`src/common/conv_params.svh`:
```
`ifndef CONV_PARAMS_SVH
`define CONV_PARAMS_SVH

// line geometry
`define CONV_LANES          8
`define CONV_LANE_WIDTH     8
`define CONV_LINE_DEPTH     16

// signed sum over up to 16 full lines
`define CONV_ACC_WIDTH      24

// wishbone word address
`define CONV_WB_ADDR_WIDTH  7

// read request to accumulator update
`define CONV_PIPE_DEPTH     3

// register map
`define CONV_REG_CTRL       7'h40
`define CONV_REG_STATUS     7'h41
`define CONV_REG_RESULT     7'h42

`endif

```
`src/common/conv_pkg.sv`:
```
`include "conv_params.svh"

package conv_pkg;

    // one signed lane
    typedef logic signed [`CONV_LANE_WIDTH-1:0] lane_t;

    // lane 0 sits in the low byte
    typedef lane_t [`CONV_LANES-1:0] feature_line_t;
    typedef lane_t [`CONV_LANES-1:0] weight_line_t;

    typedef logic [$clog2(`CONV_LINE_DEPTH)-1:0] line_addr_t;

    typedef logic signed [`CONV_ACC_WIDTH-1:0] acc_t;

    typedef logic [31:0] wb_word_t;

    // engine sequencing
    typedef enum logic [1:0] {
        IDLE   = 2'd0,
        STREAM = 2'd1,
        DRAIN  = 2'd2
    } engine_state_t;

endpackage

```
`src/hw/line_ram.sv`:
```
`include "conv_params.svh"

module line_ram #(
    parameter type line_t = conv_pkg::feature_line_t
) (
    input  logic                 clk_i,
    input  logic                 we_i,
    input  conv_pkg::line_addr_t wr_addr_i,
    input  line_t                wr_data_i,
    input  logic                 rd_en_i,
    input  conv_pkg::line_addr_t rd_addr_i,
    output line_t                rd_data_o
);

    line_t mem_q [`CONV_LINE_DEPTH];

    // host write port
    always_ff @(posedge clk_i) begin
        if (we_i) begin
            mem_q[wr_addr_i] <= wr_data_i;
        end
    end

    // engine read port, one cycle latency
    always_ff @(posedge clk_i) begin
        if (rd_en_i) begin
            rd_data_o <= mem_q[rd_addr_i];
        end
    end

endmodule

```
`src/hw/wb_conv_regs.sv`:
```
`include "conv_params.svh"

module wb_conv_regs (
    input  logic                              clk_i,
    input  logic                              rd_weight_rst,
    input  logic                              wb_cyc_i,
    input  logic                              wb_stb_i,
    input  logic                              wb_we_i,
    input  logic [`CONV_WB_ADDR_WIDTH-1:0]    wb_adr_i,
    input  conv_pkg::wb_word_t                wb_dat_i,
    input  logic                              busy_i,
    input  logic                              done_i,
    input  conv_pkg::acc_t                    acc_i,
    output conv_pkg::wb_word_t                wb_dat_o,
    output logic                              wb_ack_o,
    output logic                              feat_we_o,
    output logic                              wgt_we_o,
    output conv_pkg::line_addr_t              wr_addr_o,
    output conv_pkg::feature_line_t           wr_line_o,
    output logic                              start_o,
    output conv_pkg::line_addr_t              base_o,
    output logic [$clog2(`CONV_LINE_DEPTH):0] length_o
);

    localparam int LEN_W = $clog2(`CONV_LINE_DEPTH) + 1;
    localparam int AW    = `CONV_WB_ADDR_WIDTH;

    logic               req;
    logic               stall;
    logic               wr_fire;
    logic               ctrl_fire;
    logic               ctrl_ok;
    logic               sel_feat;
    logic               sel_wgt;
    logic               sel_ctrl;
    logic               sel_status;
    logic               sel_result;
    logic [LEN_W-1:0]   ctrl_len;
    logic [LEN_W:0]     ctrl_end;
    logic               ack_q;
    logic               start_q;
    logic               done_q;
    conv_pkg::line_addr_t base_q;
    logic [LEN_W-1:0]   len_q;
    conv_pkg::wb_word_t stage_q;

    //////////////////////////////////////////////////
    // decode and handshake
    //////////////////////////////////////////////////

    assign sel_feat   = (wb_adr_i[AW-1 -: 2] == 2'b00);
    assign sel_wgt    = (wb_adr_i[AW-1 -: 2] == 2'b01);
    assign sel_ctrl   = (wb_adr_i == `CONV_REG_CTRL);
    assign sel_status = (wb_adr_i == `CONV_REG_STATUS);
    assign sel_result = (wb_adr_i == `CONV_REG_RESULT);

    assign req = wb_cyc_i & wb_stb_i;
    // writes that touch engine inputs wait out a run, from the start pulse on
    assign stall = wb_we_i & (sel_feat | sel_wgt | sel_ctrl) & (busy_i | start_q);

    always_ff @(posedge clk_i or posedge rd_weight_rst) begin
        if (rd_weight_rst) begin
            ack_q <= 1'b0;
        end else begin
            ack_q <= req & ~ack_q & ~stall;
        end
    end

    assign wb_ack_o  = ack_q & req;
    assign wr_fire   = wb_ack_o & wb_we_i;
    assign ctrl_fire = wr_fire & sel_ctrl;

    //////////////////////////////////////////////////
    // line assembly
    //////////////////////////////////////////////////

    // low half waits here for its partner
    always_ff @(posedge clk_i) begin
        if (wr_fire & (sel_feat | sel_wgt) & ~wb_adr_i[0]) begin
            stage_q <= wb_dat_i;
        end
    end

    assign feat_we_o = wr_fire & sel_feat & wb_adr_i[0];
    assign wgt_we_o  = wr_fire & sel_wgt & wb_adr_i[0];
    assign wr_addr_o = wb_adr_i[4:1];
    assign wr_line_o = {wb_dat_i, stage_q};

    //////////////////////////////////////////////////
    // control and status
    //////////////////////////////////////////////////

    assign ctrl_len = wb_dat_i[8:4];
    assign ctrl_end = {2'b00, wb_dat_i[3:0]} + {1'b0, ctrl_len};
    // zero length or a run past the last line is ignored
    assign ctrl_ok  = (ctrl_len != '0) && (ctrl_end <= (LEN_W + 1)'(`CONV_LINE_DEPTH));

    always_ff @(posedge clk_i or posedge rd_weight_rst) begin
        if (rd_weight_rst) begin
            start_q <= 1'b0;
            done_q  <= 1'b0;
            base_q  <= '0;
            len_q   <= '0;
        end else begin
            start_q <= ctrl_fire & ctrl_ok;
            if (ctrl_fire & ctrl_ok) begin
                base_q <= wb_dat_i[3:0];
                len_q  <= ctrl_len;
            end
            if (ctrl_fire) begin
                done_q <= 1'b0;
            end else if (done_i) begin
                done_q <= 1'b1;
            end
        end
    end

    assign start_o  = start_q;
    assign base_o   = base_q;
    assign length_o = len_q;

    always_comb begin
        wb_dat_o = '0;
        if (sel_status) begin
            wb_dat_o[0] = busy_i;
            wb_dat_o[1] = done_q;
        end else if (sel_result) begin
            wb_dat_o = {{(32 - `CONV_ACC_WIDTH){acc_i[`CONV_ACC_WIDTH-1]}}, acc_i};
        end
    end

endmodule

```
`src/conv_engine/op_counter.sv`:
```
`include "conv_params.svh"

module op_counter (
    input  logic                              clk_i,
    input  logic                              rd_weight_rst,
    input  logic                              load_i,
    input  conv_pkg::line_addr_t              load_addr_i,
    input  logic [$clog2(`CONV_LINE_DEPTH):0] load_count_i,
    input  logic                              step_i,
    output conv_pkg::line_addr_t              addr_o,
    output logic                              last_o
);

    conv_pkg::line_addr_t                addr_q;
    logic [$clog2(`CONV_LINE_DEPTH):0]   cnt_q;

    always_ff @(posedge clk_i or posedge rd_weight_rst) begin
        if (rd_weight_rst) begin
            addr_q <= '0;
            cnt_q  <= '0;
        end else if (load_i) begin
            addr_q <= load_addr_i;
            cnt_q  <= load_count_i;
        end else begin
            // cycles left, runs free until empty
            if (cnt_q != '0) begin
                cnt_q <= cnt_q - 1'b1;
            end
            if (step_i) begin
                addr_q <= addr_q + 1'b1;
            end
        end
    end

    assign addr_o = addr_q;
    assign last_o = (cnt_q == 1);

endmodule

```
`src/conv_engine/conv_ctrl_fsm.sv`:
```
`include "conv_params.svh"

module conv_ctrl_fsm (
    input  logic                              clk_i,
    input  logic                              rd_weight_rst,
    input  logic                              start_i,
    input  conv_pkg::line_addr_t              base_i,
    input  logic [$clog2(`CONV_LINE_DEPTH):0] length_i,
    input  logic                              last_i,
    output logic                              load_o,
    output logic [$clog2(`CONV_LINE_DEPTH):0] load_count_o,
    output conv_pkg::line_addr_t              base_o,
    output logic                              rd_en_o,
    output logic                              valid_o,
    output logic                              clear_o,
    output logic                              busy_o,
    output logic                              done_o
);

    localparam int LEN_W = $clog2(`CONV_LINE_DEPTH) + 1;

    conv_pkg::engine_state_t state_q;
    conv_pkg::engine_state_t state_d;
    logic                    valid_q;

    always_ff @(posedge clk_i or posedge rd_weight_rst) begin
        if (rd_weight_rst) begin
            state_q <= conv_pkg::IDLE;
            valid_q <= 1'b0;
        end else begin
            state_q <= state_d;
            // lines come out of the memories one cycle later
            valid_q <= rd_en_o;
        end
    end

    always_comb begin
        state_d      = state_q;
        load_o       = 1'b0;
        load_count_o = length_i;
        clear_o      = 1'b0;
        done_o       = 1'b0;
        case (state_q)
            conv_pkg::IDLE: begin
                if (start_i) begin
                    load_o  = 1'b1;
                    clear_o = 1'b1;
                    state_d = conv_pkg::STREAM;
                end
            end
            conv_pkg::STREAM: begin
                // same counter then times the pipeline drain
                if (last_i) begin
                    load_o       = 1'b1;
                    load_count_o = LEN_W'(`CONV_PIPE_DEPTH);
                    state_d      = conv_pkg::DRAIN;
                end
            end
            conv_pkg::DRAIN: begin
                if (last_i) begin
                    done_o  = 1'b1;
                    state_d = conv_pkg::IDLE;
                end
            end
            default: begin
                state_d = conv_pkg::IDLE;
            end
        endcase
    end

    assign base_o  = base_i;
    assign rd_en_o = (state_q == conv_pkg::STREAM);
    assign valid_o = valid_q;
    assign busy_o  = (state_q != conv_pkg::IDLE);

endmodule

```
`src/conv_engine/dot_product.sv`:
```
`include "conv_params.svh"

module dot_product (
    input  logic                    clk_i,
    input  logic                    rd_weight_rst,
    input  logic                    clear_i,
    input  logic                    valid_i,
    input  conv_pkg::feature_line_t feature_line_i,
    input  conv_pkg::weight_line_t  weight_line_i,
    output conv_pkg::acc_t          acc_o
);

    localparam int PROD_W = 2 * `CONV_LANE_WIDTH;
    localparam int SUM_W  = PROD_W + $clog2(`CONV_LANES);

    logic signed [PROD_W-1:0] prod_q [`CONV_LANES];
    logic                     valid_q;
    logic signed [SUM_W-1:0]  lane_sum;
    conv_pkg::acc_t           acc_q;

    //////////////////////////////////////////////////
    // stage 1: lane products against weights
    //////////////////////////////////////////////////

    always_ff @(posedge clk_i or posedge rd_weight_rst) begin
        if (rd_weight_rst) begin
            valid_q <= 1'b0;
            for (int i = 0; i < `CONV_LANES; i++) begin
                prod_q[i] <= '0;
            end
        end else begin
            valid_q <= valid_i;
            if (valid_i) begin
                for (int i = 0; i < `CONV_LANES; i++) begin
                    prod_q[i] <= $signed(feature_line_i[i]) * $signed(weight_line_i[i]);
                end
            end
        end
    end

    //////////////////////////////////////////////////
    // stage 2: lane sum and accumulate
    //////////////////////////////////////////////////

    always_comb begin
        lane_sum = '0;
        for (int i = 0; i < `CONV_LANES; i++) begin
            lane_sum = lane_sum + prod_q[i];
        end
    end

    always_ff @(posedge clk_i or posedge rd_weight_rst) begin
        if (rd_weight_rst) begin
            acc_q <= '0;
        end else if (clear_i) begin
            acc_q <= '0;
        end else if (valid_q) begin
            acc_q <= acc_q + lane_sum;
        end
    end

    assign acc_o = acc_q;

endmodule

```
`src/hw/conv_engine_top.sv`:
```
`include "conv_params.svh"

module conv_engine_top (
    input  logic                           clk_i,
    input  logic                           rd_weight_rst,
    input  logic                           wb_cyc_i,
    input  logic                           wb_stb_i,
    input  logic                           wb_we_i,
    input  logic [`CONV_WB_ADDR_WIDTH-1:0] wb_adr_i,
    input  conv_pkg::wb_word_t             wb_dat_i,
    output conv_pkg::wb_word_t             wb_dat_o,
    output logic                           wb_ack_o
);

    logic                               feat_we;
    logic                               wgt_we;
    conv_pkg::line_addr_t               wr_addr;
    conv_pkg::feature_line_t            wr_line;
    logic                               start;
    conv_pkg::line_addr_t               base;
    logic [$clog2(`CONV_LINE_DEPTH):0]  length;
    logic                               busy;
    logic                               done;
    logic                               load;
    logic [$clog2(`CONV_LINE_DEPTH):0]  load_count;
    conv_pkg::line_addr_t               load_base;
    logic                               last;
    conv_pkg::line_addr_t               rd_addr;
    logic                               rd_en;
    logic                               valid;
    logic                               clear;
    conv_pkg::feature_line_t            feat_line;
    conv_pkg::weight_line_t             wgt_line;
    conv_pkg::acc_t                     acc;

    //////////////////////////////////////////////////
    // host side
    //////////////////////////////////////////////////

    wb_conv_regs u_regs (
        .clk_i         (clk_i),
        .rd_weight_rst (rd_weight_rst),
        .wb_cyc_i      (wb_cyc_i),
        .wb_stb_i      (wb_stb_i),
        .wb_we_i       (wb_we_i),
        .wb_adr_i      (wb_adr_i),
        .wb_dat_i      (wb_dat_i),
        .busy_i        (busy),
        .done_i        (done),
        .acc_i         (acc),
        .wb_dat_o      (wb_dat_o),
        .wb_ack_o      (wb_ack_o),
        .feat_we_o     (feat_we),
        .wgt_we_o      (wgt_we),
        .wr_addr_o     (wr_addr),
        .wr_line_o     (wr_line),
        .start_o       (start),
        .base_o        (base),
        .length_o      (length)
    );

    line_ram #(
        .line_t (conv_pkg::feature_line_t)
    ) feature_mem (
        .clk_i     (clk_i),
        .we_i      (feat_we),
        .wr_addr_i (wr_addr),
        .wr_data_i (wr_line),
        .rd_en_i   (rd_en),
        .rd_addr_i (rd_addr),
        .rd_data_o (feat_line)
    );

    line_ram #(
        .line_t (conv_pkg::weight_line_t)
    ) weight_mem (
        .clk_i     (clk_i),
        .we_i      (wgt_we),
        .wr_addr_i (wr_addr),
        .wr_data_i (wr_line),
        .rd_en_i   (rd_en),
        .rd_addr_i (rd_addr),
        .rd_data_o (wgt_line)
    );

    //////////////////////////////////////////////////
    // engine
    //////////////////////////////////////////////////

    conv_ctrl_fsm u_fsm (
        .clk_i         (clk_i),
        .rd_weight_rst (rd_weight_rst),
        .start_i       (start),
        .base_i        (base),
        .length_i      (length),
        .last_i        (last),
        .load_o        (load),
        .load_count_o  (load_count),
        .base_o        (load_base),
        .rd_en_o       (rd_en),
        .valid_o       (valid),
        .clear_o       (clear),
        .busy_o        (busy),
        .done_o        (done)
    );

    op_counter u_counter (
        .clk_i         (clk_i),
        .rd_weight_rst (rd_weight_rst),
        .load_i        (load),
        .load_addr_i   (load_base),
        .load_count_i  (load_count),
        .step_i        (rd_en),
        .addr_o        (rd_addr),
        .last_o        (last)
    );

    dot_product u_dot (
        .clk_i          (clk_i),
        .rd_weight_rst  (rd_weight_rst),
        .clear_i        (clear),
        .valid_i        (valid),
        .feature_line_i (feat_line),
        .weight_line_i  (wgt_line),
        .acc_o          (acc)
    );

endmodule

```
`config.mk`:
```
export PLATFORM = sky130hd
export DESIGN_NAME = conv_engine_top
export DESIGN_NICKNAME = d
export VERILOG_FILES = /design/src/common/conv_pkg.sv /design/src/hw/line_ram.sv /design/src/hw/wb_conv_regs.sv /design/src/conv_engine/op_counter.sv /design/src/conv_engine/conv_ctrl_fsm.sv /design/src/conv_engine/dot_product.sv /design/src/hw/conv_engine_top.sv
export VERILOG_INCLUDE_DIRS = /design/src /design/src/common
export SDC_FILE = /design/constraint.sdc
export NUM_CORES = 2
export LEC_CHECK = 0
export BUFFER_PORTS_ARGS = -buffer_cell sky130_fd_sc_hd__buf_2
export CAP_MARGIN = 20
export CORE_UTILIZATION = 64
export CTS_CLUSTER_SIZE = 10
export DETAILED_ROUTE_END_ITERATION = 10
export GPL_ROUTABILITY_DRIVEN = 0
export HOLD_SLACK_MARGIN = 0.1
export PLACE_DENSITY = 0.8
export SKIP_LAST_GASP = 1
export SLEW_MARGIN = 20
export SYNTH_ARGS = -nofsm -noshare
export SYNTH_HDL_FRONTEND = slang
export SYNTH_SLANG_ARGS = --single-unit
```
`constraint.sdc`:
```
create_clock -name clk_i -period 10.7 [get_ports clk_i]
set_clock_uncertainty 0.15 [all_clocks]
set_input_delay 1.605 -clock clk_i [delete_from_list [all_inputs] [get_ports clk_i]]
set_output_delay 1.605 -clock clk_i [all_outputs]
set_load 0.05 [all_outputs]
```
==> results.sh <==
export IMPL_worstSetupEndpointType="flip-flop"
export IMPL_outcome="finished clean"
export IMPL_htree_levels=5
export IMPL_cap_violations=0
export IMPL_finalWirelength_um=302000
export IMPL_portBuffers=76
export IMPL_vias_per_cell=6.79
export IMPL_power_leakage_nw=43.7
export IMPL_area_delta_synth_final_pct=10.2
export IMPL_numCtsBuffers=293
export IMPL_synth_fp_nets=7187
export IMPL_finalNetCount=7453
export IMPL_start_util=0.645
export IMPL_coreArea_um2=174000
export IMPL_fin_setup_tns_ns=0
export IMPL_maxSlewViolCount=0
export IMPL_post_cts_buffers=0
export IMPL_grt_overflow_total=0
export IMPL_hp_class="flip-flop to flip-flop"
export IMPL_crit_arrival_ns=8.85
export IMPL_rsz0062_at_grt="false"
export IMPL_yosys_cell_count_top_type="edfxtp_1"
export IMPL_root_buffer="clkbuf_16"
export IMPL_postSynthCellCount=6320
export IMPL_synth_edf_count=2208
export IMPL_synth_seq_area_share=0.629
export IMPL_avgSynthCellArea_um2=17.8
export IMPL_r2r_start="u_dot.prod_q[113]"
export IMPL_cp_required_ns=11.28
export IMPL_avgRoutedWirePerCell_um=33.6
export IMPL_clk_latency_ns=0.93
export IMPL_switching_share=0.264
export IMPL_fp_row_count=153
export IMPL_synth_warnings=0
export IMPL_clock_sinks=2385
export IMPL_synthDistinctLibCells=71
export IMPL_ios=77
export IMPL_min_period_over_period=0.773
export IMPL_slew_headroom=0.224
export IMPL_cts_resized=0
export IMPL_synthFlopType="edfxtp_1"
export IMPL_clockBufferDepth=4
export IMPL_die_area_um2=177000
export IMPL_start_kind="flip-flop"
export IMPL_synth_top_cells_by_count="edfxtp_1, inv_1, mux4_2"
export IMPL_synth_top_area_cell="edfxtp_1"
export IMPL_synthTopCellsByArea="edfxtp_1, mux4_2, fa_1, dfrtp_1, ha_1"
export IMPL_remaining_drc_errors=0
export IMPL_die_w_um=421
export IMPL_hold_start="u_regs.ack_q"
export IMPL_fin_crit_ns=8.27
export IMPL_drt_first_pass_iters=5
export IMPL_worstPathMaxFanout=5
export IMPL_netlist_area_um2=112000
export IMPL_grt_max_degree=143
export IMPL_slowest_stage="fa_1"
export IMPL_whs_ns=0.302
export IMPL_num_fill_cells=10049
export IMPL_worst_pin_slew_ns=1.16
export IMPL_placed_area_um2=116000
export IMPL_hold_viol_final=0
export IMPL_intPower_mw=17.4
export IMPL_dpl_worst_slack_ns=2.56
export IMPL_synth_top_area_frac=0.590
export IMPL_place_inst=8615
export IMPL_grt_usage=0.347
export IMPL_ant_nets=0
export IMPL_p_clk_frac=0.368
export IMPL_seq_power_share=0.441
export IMPL_dpl_hpwl_um=163000
export IMPL_die_h_um=421
export IMPL_ys_ff_latch=2385
export IMPL_critPathKind="flip-flop to flip-flop"
export IMPL_total_power_mw=23.6
export IMPL_clkTransAtPathRegs_ns=0.06
export IMPL_cts_hold_buf=0
export IMPL_drive_gt1_frac=0.186
export IMPL_fin_cells=8976
export IMPL_fmax_ghz=0.121
export IMPL_async_flop_share=0.0742
export IMPL_grt_pass1_vias=63667
export IMPL_peakVddDrop_mv=0.329
export IMPL_antenna_found_initial=23
export IMPL_critPathMaxStageDelay_ns=0.49
export IMPL_p_comb_frac=0.191
export IMPL_cts_tree="done"
export IMPL_grt_pass1_wl_um=437000
export IMPL_power_switching_mw=6.23
export IMPL_setup_slack_ns=2.43
export IMPL_design_area_um2=124000
export IMPL_p_per_area_nw_per_um2=190
export IMPL_cp_startpoint="u_dot.prod_q[113]"
export IMPL_setup_viol=0
export IMPL_drt_iter0_drc=8253
export IMPL_via_count=60945
export IMPL_final_core_util=0.711
-- final cells by class --
class                           instances  area, um2  area share
Clock inverter                         14        198     0.00160
Sequential cell                      2385      70800       0.571
Timing Repair Buffer                  166       1190     0.00964
Inverter                              696       2620      0.0212
Clock buffer                          335       7610      0.0614
Multi-Input combinational cell       3044      38500       0.311
Tap cell                             2325       2910      0.0235
Antenna cell                           11       27.5    0.000222
-- worst max-delay path: cells and delay by family (launching register included) --
| family | cells | cell delay, ns |
|---|---|---|
| AOI/OAI and AO/OA | 18 | 3.53 |
| xor gates and xnor gates | 2 | 0.28 |
| and+or+nand+nor | 4 | 0.41 |
| DFF | 1 | 0.36 |
| adders and majority gates | 8 | 3.06 |
| buffers and inverters | 5 | 0.33 |
-- registers in the layout, indices dropped and copies added, names as in the netlist --
name,flops
u_fsm.valid_o,1
u_regs.done_q,1
weight_mem.rd_data_o,64
u_dot.valid_q,1
u_regs.ack_q,1
u_dot.acc_o,24
u_regs.base_o,4
weight_mem.mem_q,1024
feature_mem.mem_q,1024
u_regs.stage_q,32
u_counter.addr_o,4
feature_mem.rd_data_o,64
u_counter.cnt_q,5
u_dot.prod_q,128
u_fsm.state_q,2
u_regs.length_o,5
u_regs.start_o,1
-- final timing paths --
check / cells past startpoint / endpoint / slack, ns
worst max-delay path: 37 / u_dot.acc_o[21] / 2.43
worst min-delay path: 1 / u_regs.ack_q / 0.30
worst max register to register: 37 / u_dot.acc_o[21] / 2.43
worst min register to register: 1 / u_regs.ack_q / 0.30
max in group asynchronous: 3 / u_fsm.valid_o / 8.15
min in group asynchronous: 2 / u_dot.prod_q[78] / 0.72
-- layout by cell type (no fill, tap or decap), types with 6 or more instances in the layout --
cell type	synthesis	final
edfxtp_1	2208	2208
inv_1	695	694
mux4_2	622	622
fa_1	528	528
and2_1	328	328
clkbuf_16	0	298
ha_1	295	295
nand2_1	212	212
dfrtp_1	177	172
xnor2_1	147	147
nor2_1	157	128
a21oi_1	100	100
buf_4	8	79
buf_2	19	76
mux2_2	68	68
nand2b_1	66	66
o21ai_0	63	63
nor2b_1	52	52
o21ai_1	45	45
mux2i_1	38	38
nor3_1	43	37
clkbuf_1	113	36
a21o_1	35	35
a211oi_1	35	35
nor2_4	0	29
nand3_1	24	24
and3_1	21	21
xor2_1	16	16
a21boi_1	15	15
or2_2	13	13
diode_2	0	11
o31ai_1	11	11
or3_1	11	11
buf_12	0	11
mux2_1	9	9
o21a_1	8	8
a31oi_1	7	7
o41ai_1	7	7
a31o_1	6	6
nor3_2	0	6
-- power by group through the flow --
stage          registers, mW  clock network (mW)  logic (mW)
2_1_floorplan           10.5                   0        3.50
3_3_place_gp            10.6                   0        4.27
3_5_place_dp            10.6                   0        4.41
4_1_cts                 10.4                8.73        4.49
5_1_grt                 10.4                9.02        4.98
6_report                10.4                8.67        4.50
-- cell families (layout without fill, tap and decap cells) --
kind of cell,Yosys count,in the layout,synth area share
and+or+nand+nor,944,944,0.0438
AOI/OAI and AO/OA,376,376,0.0213
muxes,737,737,0.136
other,0,11,0
buffers and inverters,891,1211,0.0302
DFF,2385,2385,0.629
xor gates and xnor gates,164,164,0.0128
adders and majority gates,823,823,0.127
-- metal layers --
metal,up-vias,global-route usage,routed length (um),part of all wire
li1,23919,-,-,-
met3,1058,0.0821,35800,0.12
met4,16,0.165,17100,0.057
met2,4679,0.553,144000,0.48
met1,31273,0.455,104000,0.35
met5,-,0,103,0.00034
Power figures use the tool's default switching activity.
